<file path="src/framestore_cfg.svh">
// Framestore manager configuration
// Widths of the ZBT interface, plane offsets in the framestore banks,
// macroblock layout and the picture coding type of B pictures

`ifndef FRAMESTORE_CFG_SVH
`define FRAMESTORE_CFG_SVH

// ==================================================
// ZBT word interface
// ==================================================
`define ZBT_ADDR_W 19
`define ZBT_DATA_W 32

// ==================================================
// Plane layout inside one framestore bank
// ==================================================
// Luma starts at word 0, chroma planes follow in the upper half
`define ZBT_CB_OFFSET 19'h40000
`define ZBT_CR_OFFSET 19'h60000

// Four luma, one Cb and one Cr block per macroblock
`define MB_BLOCKS 6

// Picture coding type as carried in the picture header
`define B_PICTURE_CODE 2'd3

`endif

</file>
<file path="src/zbt_pkg.sv">
// Memory-side types of the framestore manager
// Word, address and request formats seen on the two ZBT banks,
// the motion compensation read ports and the decoder write path

`include "framestore_cfg.svh"

package zbt_pkg;

	typedef logic [`ZBT_ADDR_W-1:0] zbt_addr_t;
	typedef logic [`ZBT_DATA_W-1:0] zbt_word_t;

	// Bank request, also the format of both bitstream clients
	typedef struct packed {
		zbt_addr_t address;
		zbt_word_t write_data;
		logic      write_en;
	} zbt_req_t;

	// Motion compensation framestore read port
	typedef struct packed {
		zbt_addr_t address;
		logic      busy;
	} fs_read_req_t;

	// Packed pixel word from the raster addresser
	typedef struct packed {
		zbt_addr_t address;
		zbt_word_t data;
		logic      strobe;
	} dec_write_t;

endpackage

</file>
<file path="src/picture_pkg.sv">
// Picture-side types of the framestore manager
// Picture coding type and the image dimension taken from the
// sequence header

`include "framestore_cfg.svh"

package picture_pkg;

	// ==================================================
	// Picture coding type
	// ==================================================
	typedef enum logic [1:0] {
		PIC_I = 2'd1,
		PIC_P = 2'd2,
		PIC_B = `B_PICTURE_CODE
	} picture_type_t;

	// ==================================================
	// Image geometry
	// ==================================================
	// Horizontal size in pixels, a multiple of 16
	typedef logic [11:0] image_dim_t;

endpackage

</file>
<file path="src/mb_write_addresser.sv">
// Macroblock write addresser
// Walks the decoded byte stream through the 8x8 blocks of each
// macroblock, tracks luma and chroma base pointers in raster order
// and packs four bytes into one ZBT word per write strobe

`timescale 1ns/100ps

`include "framestore_cfg.svh"

module mb_write_addresser (
	input  logic                      internal_ZBT_clock,
	input  logic                      resetn,
	input  logic                      address_reset,
	input  picture_pkg::image_dim_t   image_horizontal,
	input  picture_pkg::picture_type_t picture_type,
	input  logic                      yuv_write_en,
	input  logic [7:0]                yuv_write_data,
	output zbt_pkg::dec_write_t       dec_write
);

	logic [5:0]         sample_count;
	logic [2:0]         block_count;
	logic [7:0]         mb_column;
	zbt_pkg::zbt_addr_t luma_base;
	zbt_pkg::zbt_addr_t chroma_base;
	zbt_pkg::zbt_addr_t word_addr;
	logic [7:0]         byte_hh;
	logic [7:0]         byte_hl;
	logic [7:0]         byte_lh;

	// ==================================================
	// Geometry derived from the image width
	// ==================================================
	zbt_pkg::zbt_addr_t width_ext;
	zbt_pkg::zbt_addr_t row_step;
	zbt_pkg::zbt_addr_t luma_row_jump;
	zbt_pkg::zbt_addr_t chroma_row_jump;
	zbt_pkg::zbt_addr_t luma_base_next;
	zbt_pkg::zbt_addr_t chroma_base_next;
	zbt_pkg::zbt_addr_t block_start_addr;
	logic [7:0]         mb_column_limit;
	logic               word_end;
	logic               block_done;
	logic               last_block;
	logic               last_column;

	assign width_ext = zbt_pkg::zbt_addr_t'(image_horizontal);
	assign mb_column_limit = image_horizontal[11:4] - 8'd1;

	// Line stride of the plane the current block sits in
	assign row_step = (block_count < 3'd4) ? (width_ext >> 2) : (width_ext >> 3);

	// Skip to the next macroblock row, past the 16 luma / 8 chroma lines
	assign luma_row_jump = (width_ext << 2) - (width_ext >> 2) + zbt_pkg::zbt_addr_t'(4);
	assign chroma_row_jump = width_ext - (width_ext >> 3) + zbt_pkg::zbt_addr_t'(2);

	assign word_end = yuv_write_en && (sample_count[1:0] == 2'b11);
	assign block_done = (sample_count == 6'h3f);
	assign last_block = (block_count == 3'(`MB_BLOCKS - 1));
	assign last_column = (mb_column == mb_column_limit);

	assign luma_base_next = last_column ? luma_base + luma_row_jump
		: luma_base + zbt_pkg::zbt_addr_t'(4);
	assign chroma_base_next = last_column ? chroma_base + chroma_row_jump
		: chroma_base + zbt_pkg::zbt_addr_t'(2);

	// Start address of the block that follows the current one
	always_comb begin
		case (block_count)
			3'd0:    block_start_addr = luma_base + zbt_pkg::zbt_addr_t'(2);
			3'd1:    block_start_addr = luma_base + (width_ext << 1);
			3'd2:    block_start_addr = luma_base + (width_ext << 1) + zbt_pkg::zbt_addr_t'(2);
			3'd3:    block_start_addr = `ZBT_CB_OFFSET + chroma_base;
			default: block_start_addr = `ZBT_CR_OFFSET + chroma_base;
		endcase
	end

	// ==================================================
	// Raster counters and word address
	// ==================================================
	always_ff @(posedge internal_ZBT_clock or negedge resetn) begin
		if (!resetn) begin
			sample_count <= '0;
			block_count <= '0;
			mb_column <= '0;
			luma_base <= '0;
			chroma_base <= '0;
			word_addr <= '0;
		end else if (address_reset) begin
			sample_count <= '0;
			block_count <= '0;
			mb_column <= '0;
			luma_base <= '0;
			chroma_base <= '0;
			word_addr <= '0;
		end else if (yuv_write_en) begin
			sample_count <= sample_count + 6'd1;
			if (block_done) begin
				if (last_block) begin
					block_count <= '0;
					mb_column <= last_column ? 8'd0 : mb_column + 8'd1;
					luma_base <= luma_base_next;
					chroma_base <= chroma_base_next;
					word_addr <= luma_base_next;
				end else begin
					block_count <= block_count + 3'd1;
					word_addr <= block_start_addr;
				end
			end else if (word_end) begin
				// Eighth byte of a block row moves down one line
				word_addr <= sample_count[2] ? word_addr + row_step - zbt_pkg::zbt_addr_t'(1)
					: word_addr + zbt_pkg::zbt_addr_t'(1);
			end
		end
	end

	// First three bytes of each word wait here for the fourth
	always_ff @(posedge internal_ZBT_clock) begin
		if (yuv_write_en) begin
			case (sample_count[1:0])
				2'b00:   byte_hh <= yuv_write_data;
				2'b01:   byte_hl <= yuv_write_data;
				2'b10:   byte_lh <= yuv_write_data;
				default: byte_lh <= byte_lh;
			endcase
		end
	end

	assign dec_write.address = word_addr;
	assign dec_write.data = {byte_hh, byte_hl, byte_lh, yuv_write_data};
	assign dec_write.strobe = word_end && (picture_type != picture_pkg::PIC_B);

endmodule

</file>
<file path="src/frame_bank_sequencer.sv">
// Frame bank sequencer
// Flips the forward/backward prediction banks on every reference
// picture, releases audio sync after two of them and paces the
// display pointer from the frame advance input

`timescale 1ns/100ps

module frame_bank_sequencer (
	input  logic                       internal_ZBT_clock,
	input  logic                       resetn,
	input  logic                       picture_start,
	input  picture_pkg::picture_type_t picture_type,
	input  logic                       frame_advance,
	input  logic                       audio_sync_in,
	output logic                       prediction_select,
	output logic                       display_select,
	output logic                       display_advance,
	output logic                       audio_sync_out
);

	logic       picture_start_d;
	logic       frame_advance_d;
	logic       advance_phase;
	logic [1:0] ref_count;
	logic       ref_start;
	logic       advance_edge;

	assign ref_start = picture_start && !picture_start_d
		&& (picture_type != picture_pkg::PIC_B);
	assign advance_edge = frame_advance && !frame_advance_d;

	// Sync holds once two reference pictures have started
	assign audio_sync_out = (ref_count == 2'd2);

	// ==================================================
	// Prediction pointer and display pointer
	// ==================================================
	always_ff @(posedge internal_ZBT_clock or negedge resetn) begin
		if (!resetn) begin
			picture_start_d <= 1'b0;
			frame_advance_d <= 1'b0;
			prediction_select <= 1'b0;
			ref_count <= 2'd0;
			advance_phase <= 1'b1;
			display_select <= 1'b0;
			display_advance <= 1'b0;
		end else begin
			picture_start_d <= picture_start;
			frame_advance_d <= frame_advance;

			if (ref_start) begin
				prediction_select <= !prediction_select;
				if (ref_count != 2'd2)
					ref_count <= ref_count + 2'd1;
			end

			// Display moves on every other frame advance
			display_advance <= 1'b0;
			if (advance_edge) begin
				advance_phase <= !advance_phase;
				if (advance_phase && audio_sync_in) begin
					display_select <= !display_select;
					display_advance <= 1'b1;
				end
			end
		end
	end

endmodule

</file>
<file path="src/bank_port_router.sv">
// Bank port router
// Combinational arbitration of ZBT banks 0 and 1 between the
// bitstream clients, decoder writes and motion compensation reads,
// plus steering of read data back to each client

`timescale 1ns/100ps

module bank_port_router (
	input  zbt_pkg::dec_write_t   dec_write,
	input  logic                  prediction_select,
	input  zbt_pkg::zbt_req_t     video_stream,
	input  zbt_pkg::zbt_req_t     audio_stream,
	input  zbt_pkg::fs_read_req_t fs_fwd,
	input  zbt_pkg::fs_read_req_t fs_bwd,
	input  zbt_pkg::zbt_word_t    bank0_read_data,
	input  zbt_pkg::zbt_word_t    bank1_read_data,
	output zbt_pkg::zbt_req_t     bank0,
	output zbt_pkg::zbt_req_t     bank1,
	output logic                  video_stream_access,
	output logic                  audio_stream_access,
	output logic                  framestore_busy,
	output zbt_pkg::zbt_word_t    video_stream_read_data,
	output zbt_pkg::zbt_word_t    audio_stream_read_data,
	output zbt_pkg::zbt_word_t    fs_fwd_data,
	output zbt_pkg::zbt_word_t    fs_bwd_data
);

	zbt_pkg::fs_read_req_t bank0_reader;
	zbt_pkg::fs_read_req_t bank1_reader;

	// Bitstream first, then decoder write, then framestore read
	function automatic zbt_pkg::zbt_req_t route_bank(
		input logic                  stream_access,
		input zbt_pkg::zbt_req_t     stream,
		input logic                  dec_hit,
		input zbt_pkg::dec_write_t   dec,
		input zbt_pkg::fs_read_req_t reader
	);
		zbt_pkg::zbt_req_t req;
		if (stream_access)
			req = stream;
		else if (dec_hit)
			req = '{address: dec.address, write_data: dec.data, write_en: 1'b1};
		else
			req = '{address: reader.address, write_data: dec.data, write_en: 1'b0};
		return req;
	endfunction

	// Forward reads bank 0 while the pointer is clear
	assign bank0_reader = prediction_select ? fs_bwd : fs_fwd;
	assign bank1_reader = prediction_select ? fs_fwd : fs_bwd;

	assign framestore_busy = dec_write.strobe;
	assign video_stream_access = !(dec_write.strobe || bank0_reader.busy);
	assign audio_stream_access = !(dec_write.strobe || bank1_reader.busy);

	assign bank0 = route_bank(video_stream_access, video_stream,
		dec_write.strobe && prediction_select, dec_write, bank0_reader);
	assign bank1 = route_bank(audio_stream_access, audio_stream,
		dec_write.strobe && !prediction_select, dec_write, bank1_reader);

	assign video_stream_read_data = bank0_read_data;
	assign audio_stream_read_data = bank1_read_data;
	assign fs_fwd_data = prediction_select ? bank1_read_data : bank0_read_data;
	assign fs_bwd_data = prediction_select ? bank0_read_data : bank1_read_data;

endmodule

</file>
<file path="src/framestore_manager.sv">
// Framestore manager, decoder side
// Raster write addressing, prediction and display bank sequencing
// and arbitration of ZBT banks 0 and 1, all on the ZBT clock

`timescale 1ns/100ps

module framestore_manager (
	input  logic                       internal_ZBT_clock,
	input  logic                       resetn,
	input  logic                       address_reset,
	input  picture_pkg::image_dim_t    image_horizontal,
	input  picture_pkg::picture_type_t picture_type,
	input  logic                       yuv_write_en,
	input  logic [7:0]                 yuv_write_data,
	input  logic                       picture_start,
	input  logic                       frame_advance,
	input  logic                       audio_sync_in,
	output logic                       display_select,
	output logic                       display_advance,
	output logic                       audio_sync_out,
	input  zbt_pkg::zbt_req_t          video_stream,
	input  zbt_pkg::zbt_req_t          audio_stream,
	input  zbt_pkg::fs_read_req_t      fs_fwd,
	input  zbt_pkg::fs_read_req_t      fs_bwd,
	input  zbt_pkg::zbt_word_t         bank0_read_data,
	input  zbt_pkg::zbt_word_t         bank1_read_data,
	output zbt_pkg::zbt_req_t          bank0,
	output zbt_pkg::zbt_req_t          bank1,
	output logic                       video_stream_access,
	output logic                       audio_stream_access,
	output logic                       framestore_busy,
	output zbt_pkg::zbt_word_t         video_stream_read_data,
	output zbt_pkg::zbt_word_t         audio_stream_read_data,
	output zbt_pkg::zbt_word_t         fs_fwd_data,
	output zbt_pkg::zbt_word_t         fs_bwd_data
);

	zbt_pkg::dec_write_t dec_write;
	logic                prediction_select;

	mb_write_addresser mb_write_addresser_i (
		.internal_ZBT_clock (internal_ZBT_clock),
		.resetn             (resetn),
		.address_reset      (address_reset),
		.image_horizontal   (image_horizontal),
		.picture_type       (picture_type),
		.yuv_write_en       (yuv_write_en),
		.yuv_write_data     (yuv_write_data),
		.dec_write          (dec_write)
	);

	frame_bank_sequencer frame_bank_sequencer_i (
		.internal_ZBT_clock (internal_ZBT_clock),
		.resetn             (resetn),
		.picture_start      (picture_start),
		.picture_type       (picture_type),
		.frame_advance      (frame_advance),
		.audio_sync_in      (audio_sync_in),
		.prediction_select  (prediction_select),
		.display_select     (display_select),
		.display_advance    (display_advance),
		.audio_sync_out     (audio_sync_out)
	);

	bank_port_router bank_port_router_i (
		.dec_write              (dec_write),
		.prediction_select      (prediction_select),
		.video_stream           (video_stream),
		.audio_stream           (audio_stream),
		.fs_fwd                 (fs_fwd),
		.fs_bwd                 (fs_bwd),
		.bank0_read_data        (bank0_read_data),
		.bank1_read_data        (bank1_read_data),
		.bank0                  (bank0),
		.bank1                  (bank1),
		.video_stream_access    (video_stream_access),
		.audio_stream_access    (audio_stream_access),
		.framestore_busy        (framestore_busy),
		.video_stream_read_data (video_stream_read_data),
		.audio_stream_read_data (audio_stream_read_data),
		.fs_fwd_data            (fs_fwd_data),
		.fs_bwd_data            (fs_bwd_data)
	);

endmodule

</file>
<file path="config.mk">
export PLATFORM = sky130hd
export DESIGN_NAME = framestore_manager
export DESIGN_NICKNAME = d
export VERILOG_FILES = /design/src/zbt_pkg.sv /design/src/picture_pkg.sv /design/src/mb_write_addresser.sv /design/src/frame_bank_sequencer.sv /design/src/bank_port_router.sv /design/src/framestore_manager.sv
export VERILOG_INCLUDE_DIRS = /design/src
export SDC_FILE = /design/constraint.sdc
export NUM_CORES = 1
export LEC_CHECK = 0
export BUFFER_PORTS_ARGS = -buffer_cell sky130_fd_sc_hd__buf_2
export CAP_MARGIN = 10
export CORE_ASPECT_RATIO = 1.75
export CORE_MARGIN = 10
export CORE_UTILIZATION = 53
export CTS_CLUSTER_DIAMETER = 120
export CTS_CLUSTER_SIZE = 12
export DETAILED_ROUTE_END_ITERATION = 7
export MAX_ROUTING_LAYER = met4
export PLACE_DENSITY = 0.83
export SYNTH_ARGS = -nofsm -noshare
export SYNTH_HDL_FRONTEND = slang
export SYNTH_SLANG_ARGS = --single-unit
</file>
<file path="constraint.sdc">
create_clock -name internal_ZBT_clock -period 5.55 [get_ports internal_ZBT_clock]
set_input_delay 0.8325 -clock internal_ZBT_clock [delete_from_list [all_inputs] [get_ports internal_ZBT_clock]]
set_output_delay 0.8325 -clock internal_ZBT_clock [all_outputs]
set_load 0.01 [all_outputs]
</file>
==> results of run 1 <==
==> sequential cells by signal (all words and copies together), names as in the netlist <==
register and cells:
mb_write_addresser_i.mb_column 8, mb_write_addresser_i.sample_count 6, mb_write_addresser_i.luma_base 19, mb_write_addresser_i.block_count 3, mb_write_addresser_i.byte_hl 8, mb_write_addresser_i.byte_hh 8, frame_bank_sequencer_i.prediction_select 1, mb_write_addresser_i.word_addr 19
mb_write_addresser_i.chroma_base 19, frame_bank_sequencer_i.display_advance 1, frame_bank_sequencer_i.ref_count 2, frame_bank_sequencer_i.advance_phase 1, frame_bank_sequencer_i.display_select 1, mb_write_addresser_i.byte_lh 8, frame_bank_sequencer_i.frame_advance_d 1, frame_bank_sequencer_i.picture_start_d 1
==> critical path: cells and delay by family <==
family / cells / cell delay, ns
xor gates and xnor gates: 1 / 0.14
AOI/OAI and AO/OA: 11 / 2.42
buffers and inverters: 2 / 0.14
and+or+nand+nor: 7 / 1.27
adders and majority gates: 3 / 0.77
==> how the worst max path moves through the flow <==
stage | start | end | depth (start not counted)
2_1_floorplan | image_horizontal[4] | mb_write_addresser_i.word_addr[18]$_DFFE_PN0P_ | 24
5_1_grt | image_horizontal[4] | mb_write_addresser_i.luma_base[18]$_DFFE_PN0P_ | 25
6_report | image_horizontal[4] | mb_write_addresser_i.word_addr[18]$_DFFE_PN0P_ | 24
3_3_place_gp | image_horizontal[4] | mb_write_addresser_i.chroma_base[17]$_DFFE_PN0P_ | 25
3_5_place_dp | image_horizontal[4] | mb_write_addresser_i.luma_base[18]$_DFFE_PN0P_ | 25
4_1_cts | image_horizontal[4] | mb_write_addresser_i.luma_base[18]$_DFFE_PN0P_ | 25
==> final cells by class <==
cell class,count,area (um^2),area share [%]
well taps,369,461.7,2.604
repair buffers,559,3038,17.13
flip-flops and latches,106,2778,15.66
inverters,96,360.3,2.032
diodes,29,72.57,0.4092
multi-input cells,1473,10730,60.53
clock inverters,6,60.06,0.3387
clock buffers,10,229.0,1.291
==> power by group through the flow <==
stage / Sequential (mW) / Clock, mW / Combinational [mW]
final: 0.914 / 0.685 / 2.54
after global routing: 0.921 / 0.712 / 2.67
after global placement: 0.925 / 0 / 2.45
after CTS: 0.913 / 0.694 / 2.50
after detailed placement: 0.930 / 0 / 2.49
after floorplan: 0.863 / 0 / 1.47
==> Yosys cell counts, types with 5 or more instances <==
cell       number  area (um^2)
clkbuf_1       78        292.8
a31o_2          5        43.79
o2111ai_1       7        61.31
a21oi_1        95        475.5
a211oi_1       27        202.7
and2_1         13        81.33
mux2_2        130         1464
nor3_1         40        200.2
a21boi_0        5        37.54
nor4_1          6        37.54
inv_1          96        360.4
nor2b_1        15        93.84
nand4_1        15        93.84
a311oi_1        5        43.79
ha_1          146         1827
a221oi_1       17        148.9
mux2i_1        58        580.6
buf_4          64        480.5
buf_1           9        33.78
dfrtp_1        81         2027
o211ai_1       17        127.6
o21ai_0       156        780.8
nand2_1       192        720.7
nor2_1        111        416.7
a22o_1          8        70.07
nor3b_1         5        37.54
or2_2           6        37.54
nand3_1        52        260.3
o22ai_1         7        43.79
xor2_1         45        394.1
or3_1           5        31.28
o21bai_1        8        60.06
and3_1         30        187.7
a2111oi_0       5        43.79
fa_1            5        100.1
a31oi_1        12        75.07
o31ai_1        10        75.07
a21o_1         26        195.2
edfxtp_1       24        720.7
nand3b_1        8        60.06
xnor2_1        98        858.3
nand2b_1       16        100.1
o21a_1         13        97.59
==> logic make-up after synthesis <==
kind of cell | after synthesis
AOI/OAI and AO/OA | 460
muxes | 188
and+or+nand+nor | 531
adders and majority gates | 151
buffers and inverters | 249
xor gates and xnor gates | 143
DFF | 106
==> what timing repair did <==
item / in CTS / in global routing
setup endpoints to repair: 0 / 9
hold buffers: 0 / 0
resized for setup: 0 / 9
==> per-stage QoR <==
step / instances / setup WS (ns)
6_report: 2648 / 0.2546
5_1_grt: 2637 / -0.02500
4_1_cts: 2619 / 0.2145
3_5_place_dp: 2603 / -0.1953
3_3_place_gp: 2603 / -0.1167
2_1_floorplan: 1828 / 0.06430
==> metal layers <==
layer	routed length (um)	GRT usage (%)	vias up	share of wire, %
li1	-	-	7405	-
met1	25520	43.44	7982	34
met2	35400	69.88	1065	47
met3	8715	13.02	248	12
met4	6089	28.81	0	8.0
met5	0	-	-	0
==> results.sh, run 1 <==
export IMPL_outcome="complete, no violations"
export IMPL_dp_hpwl_um=64400
export IMPL_die_width_um=145.6
export IMPL_critPathLaunchType="input pin"
export IMPL_period_share_pct=95.41
export IMPL_switchingPower_mw=1.895
export IMPL_total_power_mw=4.135
export IMPL_worst_pin_slew_ns=1.084
export IMPL_ir_drop_v=0.0005465
export IMPL_critPathRequiredTime_ns=5.83
export IMPL_postRouteAntennaNets=0
export IMPL_first_pass_iters=7
export IMPL_worst_r2r_setup_slack_ns=1.06
export IMPL_synth_simple_area_share_pct=17.14
export IMPL_insertion_delay_ns=0.39
export IMPL_cap_violations=0
export IMPL_synth_avg_cell_area_um2=8.005
export IMPL_numCtsBuffers=9
export IMPL_ys_types=78
export IMPL_yosysSeqAreaShare_pct=18.96
export IMPL_start_util_pct=53.75
export IMPL_p_int_mw=2.240
export IMPL_port_buffers=474
export IMPL_worstRegToRegCells=15
export IMPL_wirelength_um=75730
export IMPL_synth_async_sr_flop_share_pct=77.36
export IMPL_worst_ep_arrival_time_ns=5.58
export IMPL_cts_tree="done"
export IMPL_slowest_delay_ns=0.41
export IMPL_drt_iter0_drc=1582
export IMPL_finalSetupViolations=0
export IMPL_gp_congestion=1.082
export IMPL_h_tree_depth=3
export IMPL_ys_seq_elements=106
export IMPL_endpoint_kind="flop"
export IMPL_cpMostUsedCell="o21a_1"
export IMPL_synth_xor_area_share_pct=8.559
export IMPL_rsz0062_at_grt="yes"
export IMPL_muxShareOfSynthArea_pct=13.97
export IMPL_synth_fa_ha_area_share_pct=13.17
export IMPL_synth_edf_count=24
export IMPL_p_leak_nw=8.554
export IMPL_viasPerCell=6.307
export IMPL_slowest_stage="o41a_1"
export IMPL_die_h_um=239.8
export IMPL_synth_area_um2=14630
export IMPL_ys_flop_type="dfrtp_1"
export IMPL_cp_max_fo=3
export IMPL_drive_gt1_share_pct=32.53
export IMPL_vias=16700
export IMPL_path_class="input pin to flop"
export IMPL_worstHoldPathType="input pin to async pin"
export IMPL_slew_headroom_pct=27.74
export IMPL_final_nets=2633
export IMPL_final_cell_area_um2=17730
export IMPL_dpl_instance_area_um2=17350
export IMPL_path_cells="buf_2 -> inv_1 -> ha_1 -> nor3b_1 -> o21a_1 -> o21a_1 -> o21a_1 -> o21ai_0 -> a21boi_0 -> o21a_1 -> o21ai_0 -> nand2_1 -> xnor2_1 -> ha_1 -> ha_1 -> or2_2 -> nor4_2 -> nor3_1 -> o41a_1 -> o21a_1 -> o21a_1 -> nor3_1 -> and3b_1 -> o31a_1"
export IMPL_synth_fp_nets=2216
export IMPL_grt_pass1_vias=16690
export IMPL_area_growth_pct=21.19
export IMPL_post_cts_setup_buffer_count=0
export IMPL_synth_top_family_by_area="compound AO/OA/AOI/OAI gates"
export IMPL_whs_ns=0.4096
export IMPL_timing_fmax_mhz=188.8
export IMPL_dieArea_um2=34920
export IMPL_hold_violations=0
export IMPL_io_pins=475
export IMPL_setup_tns_ns=0
export IMPL_period_needed_ns=5.295
export IMPL_fin_util_pct=65.13
export IMPL_pwr_share_comb_pct=61.4
export IMPL_grt_overflow=0
export IMPL_track_usage_pct=42.66
export IMPL_clock_tree_root_cell="clkbuf_16"
export IMPL_row_count=80
export IMPL_p_seq_share_pct=22.1
export IMPL_core_um2=27230
export IMPL_synth_compound_area_share_pct=20.16
export IMPL_wl_per_cell_um=28.60
export IMPL_fillers=2444
export IMPL_drcViolationCount=0
export IMPL_layout_common_cells="buf_2 (473), nand2_1 (192), o21ai_0 (154), ha_1 (146), mux2_2 (130)"
export IMPL_worstReg2RegStart="mb_write_addresser_i.block_count[2]$_DFFE_PN0P_"
export IMPL_power_density_nw_per_um2=233.2
export IMPL_ys_warn_count=0
export IMPL_p_clk_share_pct=16.6
export IMPL_finalMaxSlewViolations=0
export IMPL_synthCells=1828
export IMPL_grt_pass1_wl_um=108200
export IMPL_clock_path_buffers=2
export IMPL_power_switching_share_pct=45.83
export IMPL_final_common_cell="buf_2"
export IMPL_grt_max_degree=48
export IMPL_fin_skew_ns=0.01362
export IMPL_clock_sinks=106
export IMPL_clk_pin_slew_worst_paths_ns=0.09
export IMPL_antenna_found_initial=37
export IMPL_r2r_end="mb_write_addresser_i.word_addr[17]$_DFFE_PN0P_"
(Power assumes the default switching activity.)
==> run 2, diff against run 1 <==
==> constraint.sdc (replaced) <==
create_clock -name internal_ZBT_clock -period 5.55 [get_ports internal_ZBT_clock]
set_input_delay 1.665 -clock internal_ZBT_clock [delete_from_list [all_inputs] [get_ports internal_ZBT_clock]]
set_output_delay 1.665 -clock internal_ZBT_clock [all_outputs]
set_load 0.01 [all_outputs]
==> results.sh, run 2 (same netlist as run 1, synthesis figures left out) <==
export IMPL_outcome="finished, violations left"
export IMPL_violations="negative setup slack"
export IMPL_power_density_nw_per_um2=227.2
export IMPL_r2r_end="mb_write_addresser_i.word_addr[17]$_DFFE_PN0P_"
export IMPL_dp_hpwl_um=64410
export IMPL_whs_path_depth=1
export IMPL_holdCritStartpoint="frame_bank_sequencer_i.display_select$_DFFE_PN0P_"
export IMPL_cap_violations=0
export IMPL_grt_overflow=0
export IMPL_fin_skew_ns=0.007746
export IMPL_timing_fmax_mhz=174.5
export IMPL_core_um2=27230
export IMPL_setup_tns_ns=-0.5152
export IMPL_wl_per_cell_um=27.75
export IMPL_dieArea_um2=34920
export IMPL_die_h_um=239.8
export IMPL_pre_cts_slack_ns=-0.7328
export IMPL_period_needed_ns=5.731
export IMPL_grt_max_degree=62
export IMPL_area_growth_pct=29.57
export IMPL_worst_ep_arrival_time_ns=5.98
export IMPL_period_share_pct=103.3
export IMPL_drt_iter0_drc=1905
export IMPL_port_buffers=474
export IMPL_p_leak_nw=9.101
export IMPL_drive_gt1_share_pct=37.91
export IMPL_track_usage_pct=42.56
export IMPL_ir_drop_v=0.0003625
export IMPL_dpl_instance_area_um2=18080
export IMPL_viasPerCell=6.303
export IMPL_slew_headroom_pct=30.08
export IMPL_cp_max_fo=3
export IMPL_worstHoldPathType="flop to flop"
export IMPL_hold_violations=0
export IMPL_layout_common_cells="buf_2 (471), nand2_1 (192), buf_4 (170), o21ai_0 (138), ha_1 (134)"
export IMPL_wirelength_um=76090
export IMPL_endpoint_kind="flop"
export IMPL_numCtsBuffers=9
export IMPL_clock_tree_root_cell="clkbuf_16"
export IMPL_final_cell_area_um2=18960
export IMPL_fin_ws_ns=-0.1810
export IMPL_postRouteAntennaNets=0
export IMPL_start_util_pct=53.75
export IMPL_clk_pin_slew_worst_paths_ns=0.08
export IMPL_insertion_delay_ns=0.40
export IMPL_drcViolationCount=0
export IMPL_path_class="input pin to flop"
export IMPL_reg_top3="mb_write_addresser_i.chroma_base (19), mb_write_addresser_i.luma_base (19), mb_write_addresser_i.word_addr (19)"
export IMPL_cts_tree="done"
export IMPL_worst_r2r_setup_slack_ns=1.10
export IMPL_critPathRequiredTime_ns=5.80
export IMPL_row_count=80
export IMPL_h_tree_depth=3
export IMPL_critPathLaunchType="input pin"
export IMPL_whs_endpoint="frame_bank_sequencer_i.display_select$_DFFE_PN0P_"
export IMPL_vias=17280
export IMPL_rsz0062_at_grt="yes"
export IMPL_io_pins=475
export IMPL_final_nets=2723
export IMPL_clock_path_buffers=2
export IMPL_grt_pass1_wl_um=108500
export IMPL_first_pass_iters=8
export IMPL_finalSetupViolations=5
export IMPL_final_common_cell="buf_2"
export IMPL_die_width_um=145.6
export IMPL_worstReg2RegStart="mb_write_addresser_i.block_count[2]$_DFFE_PN0P_"
export IMPL_finalMaxSlewViolations=0
export IMPL_grt_pass1_vias=17500
export IMPL_worst_pin_slew_ns=1.049
export IMPL_clock_sinks=106
export IMPL_gp_congestion=1.111
export IMPL_worstRegToRegCells=15
export IMPL_cts_hold_buffers=0
export IMPL_antenna_found_initial=35
[run 2: cell types whose count changed in the layout (fill, tap and decap cells not counted), sizes merged]
cell and change:
clkinv +2, diode +4, buf +90, inv -1, clkinvlp -1
[run 2: timing repair]
action                     in CTS  in global routing
pin swaps                      26                 46
gates resized for setup        43                 53
setup endpoints to repair      13                 15
setup buffers                   4                  8
hold endpoints to repair        0                  0
[run 2: worst max path at each step]
stage                         from                                          endpoint  slack [ns]  cells after the start
6_report       image_horizontal[4]    mb_write_addresser_i.luma_base[18]$_DFFE_PN0P_       -0.18                     24
4_1_cts        image_horizontal[4]    mb_write_addresser_i.word_addr[18]$_DFFE_PN0P_       -0.08                     24
3_3_place_gp   image_horizontal[4]  mb_write_addresser_i.chroma_base[17]$_DFFE_PN0P_       -0.66                     23
2_1_floorplan  image_horizontal[4]    mb_write_addresser_i.luma_base[18]$_DFFE_PN0P_       -0.37                     24
5_1_grt        image_horizontal[4]    mb_write_addresser_i.word_addr[18]$_DFFE_PN0P_       -0.39                     24
3_5_place_dp   image_horizontal[4]  mb_write_addresser_i.chroma_base[13]$_DFFE_PN0P_       -0.73                     23
[run 2: report_power, final]
part,switching [mW],leakage (nW),internal [mW]
logic,1.49,7.62,1.22
registers,0.0701,1.35,0.835
clock network,0.371,0.134,0.312
[run 2: metal layers]
metal	GRT usage (%)	share of wire [%]	vias up
met3	13.47	11	349
met4	30.97	8.7	0
li1	-	-	7599
met5	-	0	-
met2	70.02	47	1237
met1	41.99	33	8097
[run 2: per-stage QoR]
step                hold WS, ns  power (mW)  instances  utilization (%)
floorplan                0.4800       2.345       1828                -
global placement         0.4551       3.484       2681            66.39
detailed placement       0.4608       3.529       2681            66.39
CTS                      0.4742       4.227       2701            68.18
global route             0.5094       4.478       2728            69.51
finish                   0.4776       4.307       2742            69.64
[run 2: critical path, stage by stage]
cell and delay [ns]:
buf_8 0.10, inv_6 0.05, ha_4 0.19, nor3b_4 0.15, o21a_1 0.17, o21a_1 0.21
o21a_1 0.21, o21ai_2 0.18, a21boi_2 0.09, o21a_1 0.22, o21ai_2 0.17, nand2_1 0.08
xnor2_1 0.14, ha_1 0.32, ha_4 0.17, or2_4 0.24, nor4_4 0.19, nor3_2 0.09
o41a_1 0.35, o21a_1 0.22, o21a_1 0.23, o311ai_2 0.30, xor2_1 0.17, nor2_1 0.06
[run 2: layout make-up]
type                    instances  area [um^2]
diodes                         33        82.58
well taps                     369        461.7
clock inverters                 6        51.30
repair buffers                649         3780
clock buffers                  10        229.0
flip-flops and latches        106         2778
multi-input cells            1473        11210
fillers                      2272         8267
inverters                      96        365.4
